<file path="src/logic/cache_axi_pkg.sv">
package cache_axi_pkg;

    localparam int BEAT_BITS      = 64;
    localparam int BEATS_PER_LINE = 4;
    localparam int LINE_BITS      = BEAT_BITS * BEATS_PER_LINE;

    // fixed burst shape, one line per burst
    localparam logic [7:0] BURST_LEN  = 8'd3;
    localparam logic [2:0] BURST_SIZE = 3'd3;    // 8-byte beats

    localparam logic ICACHE_ID = 1'b0;
    localparam logic DCACHE_ID = 1'b1;

    typedef logic [BEAT_BITS-1:0]   beat_t;
    typedef logic [LINE_BITS-1:0]   line_t;      // beat k at bits 64k and up
    typedef logic [LINE_BITS/8-1:0] line_mask_t;
    typedef logic [31:0]            addr_t;

    typedef struct packed {
        addr_t      addr;
        logic       id;
        logic [7:0] len;
        logic [2:0] size;
    } axi_ar_t;

    typedef struct packed {
        addr_t      addr;
        logic       id;
        logic [7:0] len;
        logic [2:0] size;
    } axi_aw_t;

    typedef struct packed {
        beat_t      data;
        logic       last;
        logic [1:0] resp;
    } axi_r_t;

    typedef struct packed {
        beat_t      data;
        logic [7:0] strb;
        logic       last;
    } axi_w_t;

    typedef struct packed {
        logic       id;
        logic [1:0] resp;
    } axi_b_t;

endpackage

</file>
<file path="src/logic/dcache_axi_bridge.sv">
`timescale 1ns/1ps

module dcache_axi_bridge (
    input  logic                    clock,
    input  logic                    reset,
    // line read
    input  logic                    rd_req_valid_i,
    output logic                    rd_req_ready_o,
    input  cache_axi_pkg::addr_t    rd_addr_i,
    output logic                    rd_beat_valid_o,
    output cache_axi_pkg::beat_t    rd_beat_o,
    output logic                    rd_last_o,
    // line write
    input  logic                    wr_req_valid_i,
    output logic                    wr_req_ready_o,
    input  cache_axi_pkg::addr_t    wr_addr_i,
    input  cache_axi_pkg::line_t    wr_line_i,
    input  cache_axi_pkg::line_mask_t wr_mask_i,
    output logic                    wr_done_o,
    // axi master
    output logic                    ar_valid_o,
    input  logic                    ar_ready_i,
    output cache_axi_pkg::axi_ar_t  ar_o,
    input  logic                    r_valid_i,
    output logic                    r_ready_o,
    input  cache_axi_pkg::axi_r_t   r_i,
    output logic                    aw_valid_o,
    input  logic                    aw_ready_i,
    output cache_axi_pkg::axi_aw_t  aw_o,
    output logic                    w_valid_o,
    input  logic                    w_ready_i,
    output cache_axi_pkg::axi_w_t   w_o,
    input  logic                    b_valid_i,
    output logic                    b_ready_o,
    input  cache_axi_pkg::axi_b_t   b_i
);

    typedef enum logic [1:0] {
        r_idle,
        r_addr_wait,
        r_data_wait
    } rd_state_t;

    typedef enum logic [1:0] {
        w_idle,
        w_addr_wait,
        w_data_wait,
        w_resp_wait
    } wr_state_t;

    localparam cache_axi_pkg::addr_t LINE_OFFSET_MASK = cache_axi_pkg::addr_t'(
        cache_axi_pkg::LINE_BITS / 8 - 1);

    rd_state_t rd_state_q;
    wr_state_t wr_state_q;
    cache_axi_pkg::addr_t rd_addr_q;
    cache_axi_pkg::addr_t wr_addr_q;
    cache_axi_pkg::line_t wr_line_q;
    cache_axi_pkg::line_mask_t wr_mask_q;
    logic [1:0] beat_cnt_q;
    logic w_last;

    // read side
    always_ff @(posedge clock or negedge reset) begin
        if (!reset) begin
            rd_state_q <= r_idle;
        end else begin
            case (rd_state_q)
                r_idle:      if (rd_req_valid_i) rd_state_q <= r_addr_wait;
                r_addr_wait: if (ar_ready_i) rd_state_q <= r_data_wait;
                r_data_wait: if (r_valid_i && r_i.last) rd_state_q <= r_idle;
                default:     rd_state_q <= r_idle;
            endcase
        end
    end

    always_ff @(posedge clock) begin
        if (rd_req_valid_i && rd_req_ready_o)
            rd_addr_q <= rd_addr_i & ~LINE_OFFSET_MASK;  // line aligned
    end

    assign rd_req_ready_o  = (rd_state_q == r_idle);
    assign ar_valid_o      = (rd_state_q == r_addr_wait);
    assign ar_o            = '{addr: rd_addr_q, id: cache_axi_pkg::DCACHE_ID,
                               len: cache_axi_pkg::BURST_LEN,
                               size: cache_axi_pkg::BURST_SIZE};
    assign r_ready_o       = 1'b1;
    assign rd_beat_valid_o = r_valid_i && (rd_state_q == r_data_wait);  // beats pass straight through
    assign rd_beat_o       = r_i.data;
    assign rd_last_o       = rd_beat_valid_o && r_i.last;

    // write side
    always_ff @(posedge clock or negedge reset) begin
        if (!reset) begin
            wr_state_q <= w_idle;
            beat_cnt_q <= '0;
        end else begin
            case (wr_state_q)
                w_idle: begin
                    beat_cnt_q <= '0;
                    if (wr_req_valid_i) wr_state_q <= w_addr_wait;
                end
                w_addr_wait: if (aw_ready_i) wr_state_q <= w_data_wait;
                w_data_wait: begin
                    if (w_ready_i) begin
                        beat_cnt_q <= beat_cnt_q + 2'd1;
                        if (w_last) wr_state_q <= w_resp_wait;
                    end
                end
                w_resp_wait: begin
                    if (b_valid_i && b_i.id == cache_axi_pkg::DCACHE_ID)
                        wr_state_q <= w_idle;
                end
                default: wr_state_q <= w_idle;
            endcase
        end
    end

    always_ff @(posedge clock) begin
        if (wr_req_valid_i && wr_req_ready_o) begin
            wr_addr_q <= wr_addr_i & ~LINE_OFFSET_MASK;
            wr_line_q <= wr_line_i;
            wr_mask_q <= wr_mask_i;
        end
    end

    assign w_last = (beat_cnt_q == 2'(cache_axi_pkg::BEATS_PER_LINE - 1));

    assign wr_req_ready_o = (wr_state_q == w_idle);
    assign aw_valid_o     = (wr_state_q == w_addr_wait);
    assign aw_o           = '{addr: wr_addr_q, id: cache_axi_pkg::DCACHE_ID,
                              len: cache_axi_pkg::BURST_LEN,
                              size: cache_axi_pkg::BURST_SIZE};
    assign w_valid_o      = (wr_state_q == w_data_wait);
    assign w_o.data       = wr_line_q[beat_cnt_q*cache_axi_pkg::BEAT_BITS +: cache_axi_pkg::BEAT_BITS];
    assign w_o.strb       = wr_mask_q[beat_cnt_q*8 +: 8];  // byte group k
    assign w_o.last       = w_last;
    assign b_ready_o      = 1'b1;
    assign wr_done_o      = b_valid_i && (wr_state_q == w_resp_wait)
                            && (b_i.id == cache_axi_pkg::DCACHE_ID);

endmodule

</file>
<file path="config.mk">
export PLATFORM = sky130hd
export DESIGN_NAME = dcache_axi_bridge
export DESIGN_NICKNAME = d
export VERILOG_FILES = /design/src/logic/cache_axi_pkg.sv /design/src/logic/dcache_axi_bridge.sv
export SDC_FILE = /design/constraint.sdc
export NUM_CORES = 1
export LEC_CHECK = 0
export ABC_CLOCK_PERIOD_IN_PS = 9700
export BUFFER_PORTS_ARGS = -buffer_cell sky130_fd_sc_hd__buf_2
export CAP_MARGIN = 10
export CORE_AREA = 2 2 260 262
export DETAILED_ROUTE_END_ITERATION = 10
export DIE_AREA = 0 0 262 264
export GPL_TIMING_DRIVEN = 0
export PLACE_DENSITY = 0.47
export RECOVER_POWER = 100
export SYNTH_ARGS = -nofsm -noshare
export SYNTH_HDL_FRONTEND = slang
export SYNTH_SLANG_ARGS = --single-unit
</file>
<file path="constraint.sdc">
create_clock -name clock -period 9.7 [get_ports clock]
set_input_delay 0.97 -clock clock [delete_from_list [all_inputs] [get_ports clock]]
set_output_delay 0.97 -clock clock [all_outputs]
set_load 0.02 [all_outputs]
</file>
=== After elaboration in Yosys (flattened, before gate mapping) ===
Cells that the tools add are included.

* Input bits: 431
* Output and inout port bits: 235
* Register bits after elaboration: 348

* Muxes and demuxes: 12
* Reductions and logical operators: 14
* Add/subtract/negate cells: 1
* Equal/unequal tests: 14
* Shift-type cells: 2

{| class="wikitable"
|+ Operators by type and width
! kind !! count
|-
| $shiftx A256 B9 Y64 || 1
|-
| $shiftx A32 B6 Y8 || 1
|-
| $mux W2 || 9
|-
| $eq A2 B2 Y1 const B || 4
|-
| $logic_and A1 B1 Y1 || 8
|-
| $ne A2 B1 Y1 const B || 4
|-
| $ne A2 B2 Y1 const B || 4
|-
| $pmux W2 S4 || 1
|-
| $pmux W2 S3 || 1
|-
| $reduce_and A5 Y1 || 1
|-
| $eq A2 B1 Y1 const B || 2
|-
| $logic_not A2 Y1 || 2
|-
| $pmux W2 S2 || 1
|-
| $reduce_and A3 Y1 || 1
|-
| $add A2 B1 Y2 const B || 1
|-
| $reduce_and A2 Y1 || 1
|-
| $reduce_bool A2 Y1 || 1
|}

=== Logic depth before layout (Yosys ltp) ===
Gate-level depths: netlist (run 1).

* Word-level depth: 4
* Depth in mapped cells: 5
* Mapped depth without buffers: 5

=== Least setup slack after synthesis (run 1) ===
Ideal clock, no wire load.

* Kind: input port to flip-flop
* From: input wr_req_valid_i
* To: register wr_addr_q[10] (enable)
* Cell stages on the path: 1
* Path buffers: 0
* Arrival: 8023 ps
* Required time: 8985 ps
* Slack: 961 ps
* Cell sequence: and2_1

* Cells in the longest elaborated chain, start to end: 1

{| class="wikitable"
|+ RTL lines
! element !! line !! text
|-
| from (decl) || dcache_axi_bridge.sv:14 || <nowiki>input logic wr_req_valid_i,</nowiki>
|-
| $logic_and A1 B1 Y1 || dcache_axi_bridge.sv:120 || <nowiki>if (wr_req_valid_i && wr_req_ready_o) begin</nowiki>
|-
| to (signal assigned) || dcache_axi_bridge.sv:121 || <nowiki>wr_addr_q <= wr_addr_i & ~LINE_OFFSET_MASK;</nowiki>
|-
| to (decl) || dcache_axi_bridge.sv:57 || <nowiki>cache_axi_pkg::addr_t wr_addr_q;</nowiki>
|}

No other way between the ends.
A chain may end at the register's enable or synchronous reset.

=== Worst setup path after layout (run 1) ===
* From: register wr_state_q[0]
* To: register wr_line_q[5] (enable)

* Cells in the longest elaborated chain, start to end: 2

{| class="wikitable"
|+ RTL lines
! element !! line !! text
|-
| from (decl) || dcache_axi_bridge.sv:55 || <nowiki>wr_state_t wr_state_q;</nowiki>
|-
| from (signal assigned) || dcache_axi_bridge.sv:95 || <nowiki>wr_state_q <= w_idle;</nowiki>
|-
| from (signal assigned) || dcache_axi_bridge.sv:101 || <nowiki>if (wr_req_valid_i) wr_state_q <= w_addr_wait;</nowiki>
|-
| from (signal assigned) || dcache_axi_bridge.sv:103 || <nowiki>w_addr_wait: if (aw_ready_i) wr_state_q <= w_data_wait;</nowiki>
|-
| $logic_not A2 Y1 || dcache_axi_bridge.sv:129 || <nowiki>assign wr_req_ready_o = (wr_state_q == w_idle);</nowiki>
|-
| $logic_and A1 B1 Y1 || dcache_axi_bridge.sv:120 ||
|-
| to (signal assigned) || dcache_axi_bridge.sv:122 || <nowiki>wr_line_q <= wr_line_i;</nowiki>
|-
| to (decl) || dcache_axi_bridge.sv:58 || <nowiki>cache_axi_pkg::line_t wr_line_q;</nowiki>
|}

No other way between the ends.

==> results.sh, run 1 <==
export IMPL_synth_ff_type="edfxtp_1"
export IMPL_drv_slew=139
export IMPL_dr_pass1_iters=4
export IMPL_drtAntennaViolNets=0
export IMPL_worstHoldPathType="primary input to asynchronous set/reset pin"
export IMPL_async_flop_share_pct=1.72
export IMPL_p_switching_mw=1.60
export IMPL_syn_cell_area_mm2=0.0132
export IMPL_avgSynthCellArea_um2=23.0
export IMPL_clk_latency_ps=570
export IMPL_p_seq_share_pct=42.1
export IMPL_finish_utilization_pct=27.3
export IMPL_clock_power_share_pct=29.2
export IMPL_setup_tns_ps=0
export IMPL_wirelength_um=35500
export IMPL_postCtsSetupBuffers=0
export IMPL_htree_levels=2
export IMPL_met2_wirelength_um=18800
export IMPL_power_leakage_nw=6.66
export IMPL_antenna_found_initial=9
export IMPL_num_vias=7603
export IMPL_dp_hpwl_um=27100
export IMPL_grt_overflow_total=0
export IMPL_grt_max_degree=72
export IMPL_initial_core_util_pct=19.8
export IMPL_worstPathArrival_ps=6090
export IMPL_cts_buffers=41
export IMPL_fin_crit_ps=5880
export IMPL_cp_start_kind="flop"
export IMPL_die_h_um=264
export IMPL_drv_cap=3
export IMPL_p_total_mw=4.94
export IMPL_setup_worst_path_end_class="flop"
export IMPL_synth_distinct_cells=25
export IMPL_holdWs_ps=308
export IMPL_clockRootBuffer="clkbuf_16"
export IMPL_required_ps=9910
export IMPL_core_area_mm2=0.0666
export IMPL_hold_buffers=0
export IMPL_postLayoutCellArea_mm2=0.0182
export IMPL_placed_cell_area_mm2=0.0173
export IMPL_clkTransAtPathRegs_ps=60
export IMPL_via_per_inst=3.59
export IMPL_synth_seq_cells=348
export IMPL_drive_gt1_share_pct=47.4
export IMPL_grt_usage_pct=9.81
export IMPL_finalClockSkew_ps=29.9
export IMPL_comb_power_share_pct=28.6
export IMPL_swShare_pct=32.3
export IMPL_top_layer="met5"
export IMPL_portBuffers=551
export IMPL_cts_tree="yes"
export IMPL_syn_instance_count=573
export IMPL_hold_viol_final=0
export IMPL_cts_resized=0
export IMPL_rows=95
export IMPL_die_w_um=262
export IMPL_area_growth_pct=38.1
export IMPL_status="complete, but fails checks"
export IMPL_path_class="flop to flop"
export IMPL_gp_congestion=0.763
export IMPL_dieArea_mm2=0.0692
export IMPL_max_clock_freq_mhz=170
export IMPL_internal_power_mw=3.35
export IMPL_violations="max-capacitance violations, max-slew violations"
export IMPL_initialDrtViolationCount=319
export IMPL_setup_viol=0
export IMPL_rsz0062_at_grt="false"
export IMPL_synth_sequential_area_ratio_pct=79.1
export IMPL_clock_path_buffers=3
export IMPL_synth_edf_count=342
export IMPL_ir_worst_vdd_mv=0.162
export IMPL_met3_length_um=3300
export IMPL_finalCritPeriodShare_pct=60.6
export IMPL_pin_count=666
export IMPL_post_drt_wl_per_cell_um=16.8
export IMPL_grt_pass1_wl_um=50700
export IMPL_p_per_area_mw_per_mm2=272
export IMPL_critPathMaxFanout=63
export IMPL_max_slew_worst_pin_slew_ps=3150
export IMPL_maxSlewHeadroom_pct=-110
export IMPL_fin_nets=1643
export IMPL_wl_met1_um=12600
export IMPL_yosysWarnings=0
export IMPL_cts_sinks=348
export IMPL_grt_pass1_vias=8445
export IMPL_drc=0
## synth_stat cells (2+ instances only)
cell | instances | area (um^2)
edfxtp_1 | 342 | 10300
buf_4 | 102 | 766
mux4_2 | 72 | 1620
buf_2 | 8 | 40.0
buf_6 | 7 | 78.8
dfrtp_1 | 6 | 150
nand2_1 | 6 | 22.5
ha_1 | 5 | 62.6
nor2_1 | 3 | 11.3
nor2b_1 | 3 | 18.8
and2_1 | 2 | 12.5
conb_1 | 2 | 7.51
inv_1 | 2 | 7.51
o21ai_0 | 2 | 10.0
## cells by family (layout without fill, tap and decap cells)
logic type / Yosys count / after routing / share of synthesized area [%]
simple gates: 17 / 17 / 0.665
mux: 74 / 74 / 12.5
buf+inv: 119 / 752 / 6.77
other cells: 2 / 39 / 0.0570
fa+ha+maj: 5 / 5 / 0.475
flops: 348 / 348 / 79.1
compound gates: 8 / 8 / 0.484
## critical path, stage by stage, from the launching register on
cell      delay, ps
dfrtp_1         410
inv_1            90
ha_1            260
and2_0         1670
clkbuf_1       2310
buf_16          280
buf_16          310
## power by group through the flow
stage / Combinational (mW) / Sequential [mW] / Clock [mW]
after CTS: 1.56 / 2.08 / 1.51
after floorplan: 0.932 / 2.23 / 0
after global placement: 1.51 / 2.25 / 0
after global routing: 1.54 / 2.11 / 1.57
after detailed placement: 1.56 / 2.11 / 0
final: 1.42 / 2.08 / 1.44
## state kept, by name (all words and copies together), names as in the netlist
signal and cells:
wr_line_q 256, wr_mask_q 32, rd_addr_q 27, wr_addr_q 27, beat_cnt_q 2, rd_state_q 2
wr_state_q 2
## worst paths after layout
path,startpoint,endpoint,slack [ps],cells after the start
worst max-delay path,wr_state_q[0],wr_line_q[5],3820,6
worst min-delay path,reset,wr_state_q[0],310,1
worst max register to register,wr_state_q[0],wr_line_q[5],3820,6
worst min register to register,rd_state_q[1],rd_state_q[0],520,1
max in group asynchronous,reset,rd_state_q[1],9090,1
min in group clock,rd_state_q[1],rd_state_q[0],520,1
## cells in the final DEF (no fill, tap or decap)
cell type,Yosys,final
nand2_1,6,6
a21boi_0,1,1
inv_16,0,1
bufinv_16,0,2
a32o_1,1,1
inv_6,0,2
clkinv_4,0,1
mux2_1,1,1
nor2_1,3,3
conb_1,2,36
buf_4,102,102
mux2i_1,1,1
and3_1,1,1
a211oi_1,1,1
a2111oi_0,0,1
and2_0,0,2
edfxtp_1,342,342
and3b_1,1,1
clkbuf_1,0,219
o21ai_0,2,2
nor2b_1,3,3
diode_2,0,3
clkinvlp_4,0,2
nor3b_1,1,1
a2bb2oi_1,1,1
mux4_2,72,72
a21oi_1,1,1
ha_1,5,5
buf_16,0,3
dfrtp_1,6,6
clkinv_2,0,9
clkinv_1,0,15
inv_1,2,2
clkbuf_16,0,41
buf_2,8,353
## area by class of cell
class	count	area, um^2
fill	6926	48400
sequential	348	10400
timing repair buffer	557	2600
multi-input combinational	140	1990
tap	873	1090
clock buffer	44	1040
buffer	117	827
clock inverter	32	223
inverter	2	7.51
antenna	3	7.51
## routing by layer
metal	vias up	global-route usage [%]
li1	3480	-
met4	4	3.05
met3	52	3.66
met1	3736	10.3
met5	-	0
met2	331	17.9
## metrics by stage
stage | setup slack [ps] | instances
after floorplan | 961 | 607
after global placement | -2430 | 2031
after detailed placement | 6700 | 2036
after CTS | 6310 | 2112
after global routing | 3180 | 2114
final | 3820 | 2116
(Power assumes the default switching activity.)
==> inputs of run 2 (changes only) <==
--- a/config.mk
+++ b/config.mk
@@ -5,14 +5,14 @@
 export SDC_FILE = /design/constraint.sdc
 export NUM_CORES = 1
 export LEC_CHECK = 0
-export ABC_CLOCK_PERIOD_IN_PS = 9700
+export ABC_CLOCK_PERIOD_IN_PS = 5000
 export BUFFER_PORTS_ARGS = -buffer_cell sky130_fd_sc_hd__buf_2
 export CAP_MARGIN = 10
-export CORE_AREA = 2 2 260 262
+export CORE_AREA = 2 2 259 261
 export DETAILED_ROUTE_END_ITERATION = 10
-export DIE_AREA = 0 0 262 264
+export DIE_AREA = 0 0 261 263
 export GPL_TIMING_DRIVEN = 0
-export PLACE_DENSITY = 0.47
+export PLACE_DENSITY = 0.49
 export RECOVER_POWER = 100
 export SYNTH_ARGS = -nofsm -noshare
 export SYNTH_HDL_FRONTEND = slang
==> constraint.sdc (replaced) <==
create_clock -name clock -period 5 [get_ports clock]
set_input_delay 0.5 -clock clock [delete_from_list [all_inputs] [get_ports clock]]
set_output_delay 0.5 -clock clock [all_outputs]
set_load 0.02 [all_outputs]
==> run 2 against run 1 <==
Against the previous run:
- the flow still finishes with violations (max-capacitance violations, max-slew violations)
- register-to-register slack worse by 2200 ps
- non-clock buffer count down 1
- combinational power up 97%
- wire length up 3.7%
- global-route usage up 0.39 points
- critical path depth down 2
- final cell count down 0.38%
- via count down 0.12%
- clock power up 99%
- sequential power up 94%
- design area up 0.41%
==> results.sh, run 2 (synthesized netlist as in run 1, its figures left out) <==
export IMPL_clock_path_buffers=3
export IMPL_cts_sinks=348
export IMPL_setup_tns_ps=0
export IMPL_drv_slew=94
export IMPL_pin_count=666
export IMPL_setup_viol=0
export IMPL_max_slew_worst_pin_slew_ps=1610
export IMPL_post_place_ws_ps=2180
export IMPL_mostFrequentLayoutCell="buf_2"
export IMPL_ir_worst_vdd_mv=0.271
export IMPL_drv_cap=2
export IMPL_path_class="flop to output pin"
export IMPL_top_register="wr_line_q"
export IMPL_drive_gt1_share_pct=48.2
export IMPL_drc=0
export IMPL_die_w_um=261
export IMPL_critPathMaxFanout=10
export IMPL_grt_usage_pct=10.2
export IMPL_holdWs_ps=111
export IMPL_gp_congestion=0.775
export IMPL_grt_pass1_wl_um=51700
export IMPL_initialDrtViolationCount=285
export IMPL_finalClockSkew_ps=24.6
export IMPL_postCtsSetupBuffers=0
export IMPL_required_ps=4500
export IMPL_r2r_slack_ps=1610
export IMPL_max_clock_freq_mhz=283
export IMPL_fin_crit_ps=3540
export IMPL_via_per_inst=3.60
export IMPL_dieArea_mm2=0.0686
export IMPL_grt_pass1_vias=8389
export IMPL_swShare_pct=32.3
export IMPL_internal_power_mw=6.57
export IMPL_cp_endpoint="w_o[35]"
export IMPL_r2r_start="wr_state_q[0]"
export IMPL_hold_viol_final=0
export IMPL_p_seq_share_pct=41.5
export IMPL_initial_core_util_pct=20.1
export IMPL_regArea_mm2=0.0104
export IMPL_fillers=6760
export IMPL_hold_buffers=1
export IMPL_clk_latency_ps=560
export IMPL_clockRootBuffer="clkbuf_16"
export IMPL_r2r_end="wr_line_q[23]"
export IMPL_drtAntennaViolNets=0
export IMPL_r2r_cells=4
export IMPL_multi_input_area_mm2=0.00199
export IMPL_finalCritPeriodShare_pct=70.7
export IMPL_wirelength_um=36800
export IMPL_layout_common_cells="349 x buf_2, 342 x edfxtp_1, 216 x clkbuf_1, 102 x buf_4, 72 x mux4_2"
export IMPL_post_drt_wl_per_cell_um=17.5
export IMPL_setup_worst_path_end_class="output pin"
export IMPL_p_per_area_mw_per_mm2=531
export IMPL_worstHoldPathType="primary input to flop"
export IMPL_dr_pass1_iters=4
export IMPL_status="complete, but fails checks"
export IMPL_comb_power_share_pct=28.9
export IMPL_finish_utilization_pct=27.8
export IMPL_power_leakage_nw=6.69
export IMPL_violations="max-capacitance violations, max-slew violations"
export IMPL_rsz0062_at_grt="false"
export IMPL_rows=94
export IMPL_dp_hpwl_um=28200
export IMPL_cts_tree="yes"
export IMPL_cp_start_kind="flop"
export IMPL_cts_buffers=41
export IMPL_cts_resized=0
export IMPL_p_switching_mw=3.14
export IMPL_htree_levels=2
export IMPL_die_h_um=263
export IMPL_largest_register_ffs=256
export IMPL_clock_power_share_pct=29.6
export IMPL_num_vias=7594
export IMPL_grt_max_degree=75
export IMPL_fin_ws_ps=1460
export IMPL_clkTransAtPathRegs_ps=60
export IMPL_grt_overflow_total=0
export IMPL_area_growth_pct=38.7
export IMPL_core_area_mm2=0.0656
export IMPL_crit_start="beat_cnt_q[1]"
export IMPL_maxSlewHeadroom_pct=-7.44
export IMPL_portBuffers=551
export IMPL_fin_nets=1642
export IMPL_reg_top3="wr_line_q: 256 flops, wr_mask_q: 32 flops"
export IMPL_antenna_found_initial=12
export IMPL_worstPathArrival_ps=3040
-- run 2: cell count changes in the layout (fill, tap and decap cells not counted), moves of 2 or more --
cell	change
clkinv_8	+2
buf_6	+7
diode_2	+4
clkinv_1	-8
clkbuf_1	-3
buf_2	-4
-- run 2: critical path, stage by stage (launching register included) --
cell and delay (ps):
dfrtp_1 340, clkbuf_1 760, clkbuf_1 660, mux4_2 400
clkbuf_1 290
-- run 2: worst min-delay path by stage --
stage	from	end	slack, ps	cells after the start
finish	wr_line_i[127]	wr_line_q[127]	110	1
floorplan	reset	beat_cnt_q[0]	200	0
detailed placement	reset	beat_cnt_q[0]	380	1
global placement	reset	beat_cnt_q[0]	370	1
global route	wr_line_i[26]	wr_line_q[26]	70	1
CTS	wr_mask_i[13]	wr_mask_q[13]	60	1
-- run 2: stage by stage --
| step | power [mW] | area (um^2) | cells |
|---|---|---|---|
| finish | 9.70 | 18300 | 2108 |
| global route | 10.2 | 18300 | 2105 |
| CTS | 10.1 | 18500 | 2101 |
| detailed placement | 7.12 | 17200 | 2026 |
| global placement | 7.10 | 17100 | 2022 |
| floorplan | 5.98 | 13300 | 607 |
-- run 2: layout make-up --
cell class              instances  share of cell area [%]
clock buffers                  47                    5.74
clock inverters                27                    1.31
diodes                          7                  0.0959
repair buffers                556                    14.2
plain buffers                 117                    4.79
multi-input cells             140                    10.9
flip-flops and latches        348                    57.0
well taps                     864                    5.92
inverters                       2                  0.0411
-- run 2: routing by layer --
metal / track usage [%] / share of wire, % / up-vias
met5: 0 / 0.15 / -
met2: 19.2 / 54 / 389
met3: 4.26 / 11 / 62
li1: - / - / 3468
met4: 3.12 / 2.2 / 8
met1: 9.97 / 33 / 3667
-- run 2: power by group through the flow --
| stage | registers (mW) | clock network [mW] | logic (mW) |
|---|---|---|---|
| after floorplan | 4.17 | 0 | 1.81 |
| after global placement | 4.14 | 0 | 2.95 |
| after detailed placement | 4.09 | 0 | 3.03 |
| after CTS | 4.03 | 2.98 | 3.04 |
| after global routing | 4.08 | 3.09 | 3.04 |
| final | 4.03 | 2.87 | 2.80 |
==> inputs of run 3 (changes only) <==
--- a/config.mk
+++ b/config.mk
@@ -5,14 +5,15 @@
 export SDC_FILE = /design/constraint.sdc
 export NUM_CORES = 1
 export LEC_CHECK = 0
-export ABC_CLOCK_PERIOD_IN_PS = 5000
+export ABC_AREA = 1
+export ABC_CLOCK_PERIOD_IN_PS = 3200
 export BUFFER_PORTS_ARGS = -buffer_cell sky130_fd_sc_hd__buf_2
 export CAP_MARGIN = 10
 export CORE_AREA = 2 2 259 261
 export DETAILED_ROUTE_END_ITERATION = 10
 export DIE_AREA = 0 0 261 263
 export GPL_TIMING_DRIVEN = 0
-export PLACE_DENSITY = 0.49
+export PLACE_DENSITY = 0.5
 export RECOVER_POWER = 100
 export SYNTH_ARGS = -nofsm -noshare
 export SYNTH_HDL_FRONTEND = slang
==> constraint.sdc (replaced) <==
create_clock -name clock -period 3.2 [get_ports clock]
set_input_delay 0.32 -clock clock [delete_from_list [all_inputs] [get_ports clock]]
set_output_delay 0.32 -clock clock [all_outputs]
set_load 0.02 [all_outputs]
==> run 3 against run 2 <==
Against the previous run:
- count of clock-buffer cells in the layout down 1
- core utilization up 5.8 points
- synthesized cell count up 60%
- die area unchanged
- via count up 46%
- combinational power up 130%
- power up 80%
- worst hold slack worse by 44 ps
- non-clock buffer count up 378
- largest cell class unchanged
- first-iteration DRC count up 140%
- the run now ends clean
- critical path depth up 2
- largest power group is now combinational cells
==> results.sh, run 3 <==
export IMPL_crit_top_cell="clkbuf_1"
export IMPL_holdPathStages=3
export IMPL_p_seq_share_pct=36.6
export IMPL_regArea_mm2=0.0104
export IMPL_rows=94
export IMPL_dr_pass1_iters=5
export IMPL_setup_viol=0
export IMPL_postLayoutCellArea_mm2=0.0221
export IMPL_status="finished, final reports clean"
export IMPL_post_place_ws_ps=503
export IMPL_initial_core_util_pct=20.6
export IMPL_initialDrtViolationCount=671
export IMPL_required_ps=2880
export IMPL_yosysWarnings=0
export IMPL_die_w_um=261
export IMPL_grt_pass1_vias=11967
export IMPL_crit_slowest_cell="clkbuf_1"
export IMPL_yosysMostFrequentCell="edfxtp_1"
export IMPL_worstHoldPathType="primary input to flop"
export IMPL_drc=0
export IMPL_clock_path_buffers=3
export IMPL_top_register="wr_line_q"
export IMPL_htree_levels=2
export IMPL_yosysTopAreaCell="edfxtp_1"
export IMPL_clkTransAtPathRegs_ps=60
export IMPL_rsz0062_at_grt="false"
export IMPL_clock_power_share_pct=25.9
export IMPL_die_h_um=263
export IMPL_dp_hpwl_um=36600
export IMPL_via_per_inst=3.96
export IMPL_gp_congestion=0.808
export IMPL_fillers=6521
export IMPL_cts_tree="yes"
export IMPL_drive_gt1_share_pct=28.3
export IMPL_cp_start_kind="flop"
export IMPL_synth_distinct_cells=23
export IMPL_fin_crit_ps=2960
export IMPL_critical_path_max_stage_delay_ps=480
export IMPL_finalCritPeriodShare_pct=92.6
export IMPL_setup_tns_ps=0
export IMPL_synth_sequential_area_ratio_pct=77.0
export IMPL_synth_top_cell_area_share_pct=75.9
export IMPL_clockRootBuffer="clkbuf_16"
export IMPL_avgSynthCellArea_um2=14.8
export IMPL_largest_register_ffs=256
export IMPL_power_leakage_nw=8.54
export IMPL_post_drt_wl_per_cell_um=18.4
export IMPL_postCtsSetupBuffers=0
export IMPL_worstPathArrival_ps=2640
export IMPL_fin_nets=2332
export IMPL_p_total_mw=17.5
export IMPL_antenna_found_initial=12
export IMPL_portBuffers=551
export IMPL_p_per_area_mw_per_mm2=792
export IMPL_fin_ws_ps=236
export IMPL_max_slew_worst_pin_slew_ps=1020
export IMPL_finalClockSkew_ps=11.9
export IMPL_syn_cell_area_mm2=0.0135
export IMPL_synth_edf_count=342
export IMPL_reg_top3="wr_line_q: 256 flops, wr_mask_q: 32 flops"
export IMPL_setup_worst_path_end_class="output pin"
export IMPL_cp_cell_sequence="buf_4 -> inv_2 -> clkbuf_1 -> o21ai_1 -> o22ai_1 -> clkbuf_1"
export IMPL_drv_slew=0
export IMPL_layout_common_cells="345 x buf_2, 343 x dlygate4sd3_1, 342 x edfxtp_1, 229 x clkbuf_1, 151 x nor2_1"
export IMPL_comb_power_share_pct=37.5
export IMPL_synth_seq_cells=348
export IMPL_syn_instance_count=917
export IMPL_p_switching_mw=6.74
export IMPL_critPathMaxFanout=10
export IMPL_wirelength_um=51300
export IMPL_grt_max_degree=46
export IMPL_grt_overflow_total=0
export IMPL_area_growth_pct=63.2
export IMPL_dieArea_mm2=0.0686
export IMPL_r2r_cells=9
export IMPL_synth_ff_type="edfxtp_1"
export IMPL_num_vias=11066
export IMPL_max_clock_freq_mhz=337
export IMPL_cts_sinks=348
export IMPL_drv_cap=0
export IMPL_internal_power_mw=10.8
export IMPL_grt_pass1_wl_um=72400
export IMPL_ys_top_cells_by_area="edfxtp_1 76%, buf_4 5.7%, nor2_1 4.2%"
export IMPL_pin_count=666
export IMPL_grt_usage_pct=14.3
export IMPL_swShare_pct=38.5
export IMPL_core_area_mm2=0.0656
export IMPL_clk_latency_ps=560
export IMPL_holdWs_ps=66.4
export IMPL_async_flop_share_pct=1.72
export IMPL_ir_worst_vdd_mv=0.460
export IMPL_path_class="flop to output pin"
export IMPL_synthTopCellsByCount="342 x edfxtp_1, 151 x nor2_1, 102 x buf_4"
export IMPL_hold_viol_final=0
export IMPL_drtAntennaViolNets=0
export IMPL_cts_buffers=40
export IMPL_mostFrequentLayoutCell="buf_2"
export IMPL_placed_cell_area_mm2=0.0177
export IMPL_multi_input_area_mm2=0.00206
export IMPL_maxSlewHeadroom_pct=31.9
run 3: changes by cell type after synthesis, sizes merged, moves of 6 or more:
| cell | before | now |
|---|---|---|
| buf | 117 | 134 |
| nand2 | 6 | 12 |
| clkbuf | 0 | 14 |
| nor2 | 3 | 151 |
| mux4 | 72 | 0 |
| o21ai | 2 | 150 |
| o22ai | 0 | 72 |
| inv | 2 | 20 |
run 3: power groups by stage:
stage	logic (mW)	registers, mW	clock network, mW
3_3_place_gp	6.16	6.53	0
4_1_cts	6.91	6.40	4.68
5_1_grt	7.08	6.47	4.86
2_1_floorplan	3.60	6.79	0
6_report	6.56	6.40	4.53
3_5_place_dp	6.55	6.49	0
run 3: cell families (layout without fill, tap and decap cells):
kind of cell	after synthesis	count (layout)	share of synthesized area, %
flip-flops	348	348	77.0
other	2	42	0.0555
adder cells (fa/ha/maj)	5	5	0.462
AND/OR/NAND/NOR	169	169	4.74
buffers and inverters	168	1140	8.76
AO/OA/AOI/OAI	225	225	9.02
run 3: critical path, delay by kind of cell, from the launching register on:
family          cells  cell delay [ps]
compound gates      2              330
buf+inv             4             1350
flops               1              390
run 3: per-stage QoR:
stage          std cells  util [%]
4_1_cts             2787      34.1
3_5_place_dp        2375      27.0
2_1_floorplan        951         -
3_3_place_gp        2366      26.7
6_report            2793      33.7
5_1_grt             2791      33.7
run 3: path summary, 6_finish.rpt:
path,endpoint,startpoint,slack [ps]
min,rd_state_q[0],rd_req_valid_i,70
max,w_o[23],beat_cnt_q[1],240
max reg2reg,wr_line_q[213],wr_state_q[0],300
min reg2reg,wr_state_q[0],wr_state_q[0],540
max in group asynchronous,wr_state_q[1],reset,2710
min in group asynchronous,wr_state_q[0],reset,210
run 3: cell type report:
type | instances | share of cell area [%]
clock inverters | 23 | 1.09
clock buffers | 46 | 4.63
repair buffers | 903 | 27.5
inverters | 20 | 0.357
flip-flops and latches | 348 | 47.1
plain buffers | 148 | 4.97
diodes | 6 | 0.0679
well taps | 864 | 4.89
multi-input cells | 435 | 9.34
run 3: repair_timing:
action / 4_1_cts / 5_1_grt
resized for setup: 0 / 0
endpoints found under the setup margin: 0 / 0
endpoints found under the hold margin: 348 / 0
hold buffers: 343 / 0
run 3: metal layers:
metal | vias to the layer above | GRT usage (%) | share of wire (%)
met2 | 541 | 27.7 | 55
met1 | 5181 | 14.3 | 34
met5 | - | 0 | 0.15
li1 | 5220 | - | -
met4 | 14 | 5.54 | 3.5
met3 | 110 | 3.61 | 7.4
